--- src/policer_pkg.sv ---
/* Token-bucket policer shared definitions
   Port and field widths, stream metadata and the config write word */

package policer_pkg;

    //////////////////////////////////////////////////
    // Sizes

    localparam int num_ing_ports = 4;
    localparam int num_egr_ports = 4;

    // Wide enough for either side of the router
    localparam int port_w = $clog2((num_ing_ports > num_egr_ports) ? num_ing_ports
                                                                    : num_egr_ports);
    localparam int prio_w = 3;

    // Covers an MTU of 1500 bytes
    localparam int len_w  = 11;
    localparam int data_w = 64;

    // Bucket arithmetic is fixed point, 8 fraction bits
    localparam int frac_w  = 8;
    localparam int level_w = 32;

    // Table select codes on the config strobe
    localparam logic cir_table_sel = 1'b0;
    localparam logic cbs_table_sel = 1'b1;

    //////////////////////////////////////////////////
    // Field types

    typedef logic [port_w-1:0]          port_t;
    typedef logic [prio_w-1:0]          prio_t;
    typedef logic [len_w-1:0]           len_t;
    typedef logic [level_w-frac_w-1:0]  level_whole_t;

    //////////////////////////////////////////////////
    // Stream metadata

    // First-beat metadata from the parser
    typedef struct packed {
        port_t ingress_port;
        port_t egress_port;
        prio_t prio;
        len_t  byte_length;
    } packet_meta_t;

    // Same fields with the policer verdict appended
    typedef struct packed {
        port_t ingress_port;
        port_t egress_port;
        prio_t prio;
        len_t  byte_length;
        logic  policer_drop_mark;
    } policer_meta_t;

    //////////////////////////////////////////////////
    // Configuration words

    // Drain per clock, whole and fraction bytes
    typedef struct packed {
        logic [level_w-frac_w-1:0] whole;
        logic [frac_w-1:0]         fraction;
    } cir_t;

    // Burst size in whole bytes
    typedef struct packed {
        logic [level_w-1:0] burst_bytes;
    } cbs_t;

    // One data word, read as CIR or CBS by the table select
    typedef union packed {
        cir_t cir;
        cbs_t cbs;
    } cfg_word_u;

    typedef struct packed {
        logic      table_sel;
        port_t     port;
        cfg_word_u data;
    } cfg_write_t;

endpackage

--- src/policer_config_regs.sv ---
/* Policer configuration tables
   Per-port CIR and CBS registers loaded from the write strobe */

`timescale 1ns/1ps

module policer_config_regs (
    input  logic                     core_clk_ifc,
    input  logic                     timer_reset,
    input  logic                     cfg_wr_en,
    input  policer_pkg::cfg_write_t  cfg_wr,
    output policer_pkg::cir_t        cir_table [policer_pkg::num_ing_ports],
    output policer_pkg::cbs_t        cbs_table [policer_pkg::num_ing_ports]
);

    logic [policer_pkg::num_ing_ports-1:0] cir_wr;
    logic [policer_pkg::num_ing_ports-1:0] cbs_wr;

    //////////////////////////////////////////////////
    // Write decode

    always_comb begin
        for (int i = 0; i < policer_pkg::num_ing_ports; i++) begin
            cir_wr[i] = cfg_wr_en && (cfg_wr.port == policer_pkg::port_t'(i)) &&
                        (cfg_wr.table_sel == policer_pkg::cir_table_sel);
            cbs_wr[i] = cfg_wr_en && (cfg_wr.port == policer_pkg::port_t'(i)) &&
                        (cfg_wr.table_sel == policer_pkg::cbs_table_sel);
        end
    end

    //////////////////////////////////////////////////
    // Table storage

    always_ff @(posedge core_clk_ifc) begin
        if (timer_reset) begin
            for (int i = 0; i < policer_pkg::num_ing_ports; i++) begin
                cir_table[i] <= '0;
                cbs_table[i] <= '0;
            end
        end else begin
            for (int i = 0; i < policer_pkg::num_ing_ports; i++) begin
                // Same word, decoded by which table it lands in
                if (cir_wr[i]) begin
                    cir_table[i] <= cfg_wr.data.cir;
                end
                if (cbs_wr[i]) begin
                    cbs_table[i] <= cfg_wr.data.cbs;
                end
            end
        end
    end

    // Software may only address ports that exist
    assert property (@(posedge core_clk_ifc) disable iff (timer_reset)
        cfg_wr_en |-> (int'(cfg_wr.port) < policer_pkg::num_ing_ports))
        else $error("config write to port %0d out of range", cfg_wr.port);

endmodule

--- src/policer_bucket_bank.sv ---
/* Policer bucket bank
   One fixed-point level per port, drained by CIR each clock, charged on accept */

`timescale 1ns/1ps

module policer_bucket_bank (
    input  logic                        core_clk_ifc,
    input  logic                        timer_reset,
    input  policer_pkg::cir_t           cir_table [policer_pkg::num_ing_ports],
    input  logic                        charge_en,
    input  policer_pkg::port_t          charge_port,
    input  policer_pkg::len_t           charge_len,
    output policer_pkg::level_whole_t   levels [policer_pkg::num_ing_ports]
);

    logic [policer_pkg::level_w-1:0] level_q   [policer_pkg::num_ing_ports];
    logic [policer_pkg::level_w-1:0] drain_amt [policer_pkg::num_ing_ports];
    logic [policer_pkg::level_w-1:0] drained   [policer_pkg::num_ing_ports];

    // One extra bit to catch a carry out of the level
    logic [policer_pkg::level_w:0]   charge_amt;
    logic [policer_pkg::level_w:0]   charged_sum;

    //////////////////////////////////////////////////
    // Drain

    always_comb begin
        for (int i = 0; i < policer_pkg::num_ing_ports; i++) begin
            // CIR struct is already laid out as a fixed-point word
            drain_amt[i] = cir_table[i];
            // Floor at empty
            if (level_q[i] > drain_amt[i]) begin
                drained[i] = level_q[i] - drain_amt[i];
            end else begin
                drained[i] = '0;
            end
        end
    end

    //////////////////////////////////////////////////
    // Charge

    // Byte length moved up to the fixed-point scale
    assign charge_amt  = (policer_pkg::level_w + 1)'({charge_len, {policer_pkg::frac_w{1'b0}}});
    assign charged_sum = {1'b0, drained[charge_port]} + charge_amt;

    always_ff @(posedge core_clk_ifc) begin
        if (timer_reset) begin
            for (int i = 0; i < policer_pkg::num_ing_ports; i++) begin
                level_q[i] <= '0;
            end
        end else begin
            for (int i = 0; i < policer_pkg::num_ing_ports; i++) begin
                if (charge_en && (charge_port == policer_pkg::port_t'(i))) begin
                    level_q[i] <= charged_sum[policer_pkg::level_w-1:0];
                end else begin
                    level_q[i] <= drained[i];
                end
            end
        end
    end

    //////////////////////////////////////////////////
    // Whole-byte view for the marker

    always_comb begin
        for (int i = 0; i < policer_pkg::num_ing_ports; i++) begin
            levels[i] = level_q[i][policer_pkg::level_w-1:policer_pkg::frac_w];
        end
    end

    // The marker's CBS check has to keep every charge inside the level range
    assert property (@(posedge core_clk_ifc) disable iff (timer_reset)
        charge_en |-> !charged_sum[policer_pkg::level_w])
        else $error("bucket level on port %0d wrapped", charge_port);

endmodule

--- src/policer_marker.sv ---
/* Policer marking stage
   Registers the stream, decides the drop mark on each first beat and charges the bucket */

`timescale 1ns/1ps

module policer_marker (
    input  logic                              core_clk_ifc,
    input  logic                              timer_reset,
    input  logic                              in_valid,
    output logic                              in_ready,
    input  logic                              in_last,
    input  logic [policer_pkg::data_w-1:0]    in_data,
    input  policer_pkg::packet_meta_t         in_meta,
    output logic                              out_valid,
    input  logic                              out_ready,
    output logic                              out_last,
    output logic [policer_pkg::data_w-1:0]    out_data,
    output policer_pkg::policer_meta_t        out_meta,
    input  logic [policer_pkg::num_ing_ports-1:0] port_enable,
    input  policer_pkg::cbs_t                 cbs_table [policer_pkg::num_ing_ports],
    input  policer_pkg::level_whole_t         levels [policer_pkg::num_ing_ports],
    output logic                              charge_en,
    output policer_pkg::port_t                charge_port,
    output policer_pkg::len_t                 charge_len
);

    logic                          accept;
    logic                          sop_q;
    logic                          port_on;
    logic [policer_pkg::level_w:0] demand;
    logic [policer_pkg::level_w:0] burst;
    logic                          over_burst;
    policer_pkg::policer_meta_t    stamped_meta;
    policer_pkg::policer_meta_t    held_meta_q;

    //////////////////////////////////////////////////
    // Handshake

    // Stage can take a beat when empty or draining this cycle
    assign in_ready = !out_valid || out_ready;
    assign accept   = in_valid && in_ready;

    //////////////////////////////////////////////////
    // Drop decision

    assign port_on    = port_enable[in_meta.ingress_port];
    assign demand     = (policer_pkg::level_w + 1)'(levels[in_meta.ingress_port]) +
                        (policer_pkg::level_w + 1)'(in_meta.byte_length);
    assign burst      = {1'b0, cbs_table[in_meta.ingress_port].burst_bytes};
    assign over_burst = demand > burst;

    always_comb begin
        stamped_meta.ingress_port      = in_meta.ingress_port;
        stamped_meta.egress_port       = in_meta.egress_port;
        stamped_meta.prio              = in_meta.prio;
        stamped_meta.byte_length       = in_meta.byte_length;
        // Disabled ports pass unmarked
        stamped_meta.policer_drop_mark = port_on && over_burst;
    end

    // Only accepted packets on enabled ports fill the bucket
    assign charge_en   = accept && sop_q && port_on && !over_burst;
    assign charge_port = in_meta.ingress_port;
    assign charge_len  = in_meta.byte_length;

    //////////////////////////////////////////////////
    // Control state

    always_ff @(posedge core_clk_ifc) begin
        if (timer_reset) begin
            out_valid <= 1'b0;
            sop_q     <= 1'b1;
        end else begin
            if (in_ready) begin
                out_valid <= in_valid;
            end
            // Next beat after a last one opens a new packet
            if (accept) begin
                sop_q <= in_last;
            end
        end
    end

    //////////////////////////////////////////////////
    // Beat register

    always_ff @(posedge core_clk_ifc) begin
        if (accept) begin
            out_data <= in_data;
            out_last <= in_last;
            out_meta <= sop_q ? stamped_meta : held_meta_q;
        end
        // Keep first-beat verdict for the rest of the packet
        if (accept && sop_q) begin
            held_meta_q <= stamped_meta;
        end
    end

    // Back-pressure must freeze the output beat
    assert property (@(posedge core_clk_ifc) disable iff (timer_reset)
        (out_valid && !out_ready) |=> (out_valid && $stable(out_data)))
        else $error("output beat changed under back-pressure");

endmodule

--- src/p4_policer_top.sv ---
/* Ingress token-bucket policer top
   Config tables, bucket bank and marking stage on one beat stream */

`timescale 1ns/1ps

module p4_policer_top (
    input  logic                                  core_clk_ifc,
    input  logic                                  timer_reset,

    // Packet stream in
    input  logic                                  in_valid,
    output logic                                  in_ready,
    input  logic                                  in_last,
    input  logic [policer_pkg::data_w-1:0]        in_data,
    input  policer_pkg::packet_meta_t             in_meta,

    // Packet stream out
    output logic                                  out_valid,
    input  logic                                  out_ready,
    output logic                                  out_last,
    output logic [policer_pkg::data_w-1:0]        out_data,
    output policer_pkg::policer_meta_t            out_meta,

    // Static per-port enables
    input  logic [policer_pkg::num_ing_ports-1:0] port_enable,

    // Table writes
    input  logic                                  cfg_wr_en,
    input  policer_pkg::cfg_write_t               cfg_wr
);

    policer_pkg::cir_t          cir_table [policer_pkg::num_ing_ports];
    policer_pkg::cbs_t          cbs_table [policer_pkg::num_ing_ports];
    policer_pkg::level_whole_t  levels    [policer_pkg::num_ing_ports];
    logic                       charge_en;
    policer_pkg::port_t         charge_port;
    policer_pkg::len_t          charge_len;

    policer_config_regs u_config_regs (
        .core_clk_ifc (core_clk_ifc),
        .timer_reset  (timer_reset),
        .cfg_wr_en    (cfg_wr_en),
        .cfg_wr       (cfg_wr),
        .cir_table    (cir_table),
        .cbs_table    (cbs_table)
    );

    policer_bucket_bank u_bucket_bank (
        .core_clk_ifc (core_clk_ifc),
        .timer_reset  (timer_reset),
        .cir_table    (cir_table),
        .charge_en    (charge_en),
        .charge_port  (charge_port),
        .charge_len   (charge_len),
        .levels       (levels)
    );

    policer_marker u_marker (
        .core_clk_ifc (core_clk_ifc),
        .timer_reset  (timer_reset),
        .in_valid     (in_valid),
        .in_ready     (in_ready),
        .in_last      (in_last),
        .in_data      (in_data),
        .in_meta      (in_meta),
        .out_valid    (out_valid),
        .out_ready    (out_ready),
        .out_last     (out_last),
        .out_data     (out_data),
        .out_meta     (out_meta),
        .port_enable  (port_enable),
        .cbs_table    (cbs_table),
        .levels       (levels),
        .charge_en    (charge_en),
        .charge_port  (charge_port),
        .charge_len   (charge_len)
    );

endmodule

--- config.mk ---
export PLATFORM = sky130hd
export DESIGN_NAME = p4_policer_top
export DESIGN_NICKNAME = d
export VERILOG_FILES = /design/src/policer_pkg.sv /design/src/policer_config_regs.sv /design/src/policer_bucket_bank.sv /design/src/policer_marker.sv /design/src/p4_policer_top.sv
export SDC_FILE = /design/constraint.sdc
export NUM_CORES = 1
export LEC_CHECK = 0
export ABC_AREA = 1
export BUFFER_PORTS_ARGS = -buffer_cell sky130_fd_sc_hd__buf_4
export CAP_MARGIN = 20
export CORE_MARGIN = 3
export CORE_UTILIZATION = 44
export CTS_CLUSTER_SIZE = 25
export DETAILED_ROUTE_END_ITERATION = 8
export GPL_TIMING_DRIVEN = 0
export PLACE_DENSITY = 0.63
export SKIP_CTS_REPAIR_TIMING = 1
export SLEW_MARGIN = 25
export SYNTH_ARGS = -nofsm -noshare
export SYNTH_HDL_FRONTEND = slang
export SYNTH_SLANG_ARGS = --single-unit
--- constraint.sdc ---
create_clock -name core_clk_ifc -period 18.9 [get_ports core_clk_ifc]
set_clock_uncertainty 0.2 [all_clocks]
set_input_delay 0.945 -clock core_clk_ifc [delete_from_list [all_inputs] [get_ports core_clk_ifc]]
set_output_delay 0.945 -clock core_clk_ifc [all_outputs]
set_load 0.02 [all_outputs]
==> reports/metrics.yaml <==
run_status:
  status: "finished clean"
logic_synthesis:
  synth_area_um2: 31500
  yosysWarnings: 0
  synth_edf_count: 231
  netlist-cell-type-count: 58
  synth_top_area_share_pct: 22.0
  syn_inst: 4433
  synth_area_leaders: "edfxtp_1 22%, dfxtp_1 16%, nand2_1 14%, inv_1 7.9%, ha_1 6.9%"
  syn_avg_cell_area_um2: 7.11
  synth_area_leader_cell: "edfxtp_1"
  ys_ff_latch: 489
  ys.flop_type: "dfxtp_1"
  seq_area_frac_synth_pct: 38.4
  async_flop_share_pct: 0
power_and_ir_drop:
  power.total_w: 0.00407
  power_density_nw_per_um2: 111
  p_leak_nw: 16.9
  vdd_ir_drop_max_mv: 0.0831
sta:
  fin_crit_sh_pct: 52.7
  finalMaxSlewViolations: 0
  rsz0062_at_grt: "no"
  period_needed_ps: 9960
  tns_ps: 0
  relSlewSlack_pct: 16.1
  worst_pin_slew_ps: 1260
  setup_viol: 0
  clock.fmax_mhz: 100
  fin_ws_ps: 8940
  holdWs_ps: 253
  finalHoldViolCount: 0
die:
  fp.dieW_um: 274
  pin_count: 213
  core_area_um2: 70500
  start_util_pct: 44.7
  rows: 97
  dieArea_um2: 74900
  die_h_um: 274
detailed_routing:
  vias_per_cell: 5.53
  postRouteAntennaNets: 0
  drcViolationCount: 0
  finalWirelength_um: 145000
  vias: 32200
  drt_iter0_drc: 3822
  firstDrtPassIters: 6
  wl_per_cell_um: 24.8
global_route:
  grt_usage_pct: 37.6
  grt_pass1_wl_um: 202000
  gr-total-overflow: 0
  grt_max_degree: 50
  first_global_vias: 29600
  grt_antenna_before_repair: 13
finish:
  fill_cells: 7350
  layout_commonest_cell: "nand2_1"
  area_delta_synth_final_pct: 16.8
  layout_common_cells: "1180 x nand2_1, 660 x inv_1, 342 x o21ai_0"
  nets: 5145
  drive_gt1_share_pct: 8.50
place:
  place_ws_ps: 8690
  io_buffer_count: 211
  dp_hpwl_um: 115000
  gp_congestion: 1.07
setup_path:
  critPathArrivalTime_ps: 10100
  r2r_setup_slack_ps: 11490
  cp_common_cell: "nand2_1"
  max_stage_delay_ps: 690
  worstSetupPathType: "in2reg"
  r2r-start: "u_bucket_bank.level_q[1][0]$_SDFFCE_PN0P_"
  critPathRequiredTime_ps: 19030
  slowest_stage: "buf_1"
  startpoint: "in_meta[16]"
  reg2regPathDepth: 31
  worstReg2RegEnd: "u_bucket_bank.level_q[1][25]$_SDFFCE_PN0P_"
  timing.critical_path.to: "u_bucket_bank.level_q[2][23]$_SDFFCE_PN0P_"
  start_kind: "primary input"
  cp_max_fo: 10
  end_kind: "flip-flop"
cts:
  root_buffer: "clkbuf_16"
  cts.sinks: 489
  cts_buffers: 55
  clk_latency_ps: 630
  cts.htree.levels: 2
  clock_path_buffers: 3
  clkTransAtPathRegs_ps: 60
  cts_tree: "built"
job:
  drv_cap: 0
hold_path:
  hold_class: "reg2reg"
  min_from: "u_config_regs.cir_table[64]$_SDFFE_PP0P_"
  hold_depth: 2
-- worst min-delay path by stage --
stage	slack (ps)	to
after floorplan	220	u_config_regs.cbs_table[96]$_SDFFE_PP0P_
after global placement	240	u_config_regs.cir_table[64]$_SDFFE_PP0P_
after detailed placement	240	u_config_regs.cbs_table[115]$_SDFFE_PP0P_
after CTS	250	u_config_regs.cbs_table[81]$_SDFFE_PP0P_
after global routing	260	u_config_regs.cbs_table[72]$_SDFFE_PP0P_
final	250	u_config_regs.cir_table[64]$_SDFFE_PP0P_
-- flip-flops by register name, summed over array words and instances, names as in the netlist --
signal,cells
u_marker.out_valid,1
u_marker.out_meta,19
u_marker.out_last,1
u_marker.out_data,64
u_marker.sop_q,1
u_config_regs.cbs_table,128
u_bucket_bank.level_q,128
u_config_regs.cir_table,128
u_marker.held_meta_q,19
-- area by class of cell --
class | instances | area [um^2] | share of cell area [%]
antenna | 9 | 22.5 | 0.0612
buffer | 149 | 616 | 1.67
clock buffer | 77 | 1510 | 4.10
clock inverter | 26 | 377 | 1.02
inverter | 689 | 2590 | 7.03
multi-input combinational | 3233 | 16700 | 45.5
sequential | 489 | 12100 | 32.9
tap | 940 | 1180 | 3.19
timing repair buffer | 220 | 1680 | 4.55
-- where the power goes --
group	total [W]	leakage [nW]	internal [W]	switching (W)
Clock	0.00114	0.907	0.000658	0.000477
Combinational	0.00165	11.6	0.000475	0.00118
Sequential	0.00128	4.41	0.00121	0.0000746
Total	0.00407	16.9	0.00234	0.00173
-- Yosys cell counts, drive strengths merged, types with 20 or more instances --
cell type and n:
nand2 1191, o21ai 366, nand4 59, inv 684, xor2 30, edfxtp 231
a21oi 339, and2 20, nand3 197, a22oi 35, nor3 31, o21bai 20
clkbuf 120, xnor2 60, ha 175, a221oi 45, o22ai 79, dfxtp 258
nor2 360, buf 29
-- cell families after synthesis --
kind of cell               synth area share [%]
and+or+nand+nor                            25.0
xor gates and xnor gates                   2.50
DFF                                        38.4
adders and majority gates                  7.33
other                                    0.0119
buffers and inverters                      10.1
AOI/OAI and AO/OA                          16.6
-- worst max-delay path, delay by kind of cell --
family	cells	cell delay [ps]
adder cells (fa/ha/maj)	3	900
AND/OR/NAND/NOR	15	2740
buffers and inverters	11	3710
AO/OA/AOI/OAI	8	1770
-- metrics by stage --
| step | cells | util, % | instance area [um^2] |
|---|---|---|---|
| floorplan | 4560 | - | 32000 |
| global placement | 5711 | 49.3 | 34800 |
| detailed placement | 5720 | 49.5 | 34900 |
| CTS | 5823 | 52.2 | 36800 |
| global route | 5823 | 52.2 | 36800 |
| finish | 5832 | 52.2 | 36800 |
-- per-layer routing --
metal | track usage [%] | up-vias | wire length [um]
met2 | 59.0 | 1527 | 63400
li1 | - | 15300 | -
met3 | 5.52 | 358 | 12900
met1 | 49.0 | 15100 | 58300
met5 | 0 | - | 13
met4 | 22.3 | 2 | 10100
(Power assumes the default switching activity.)
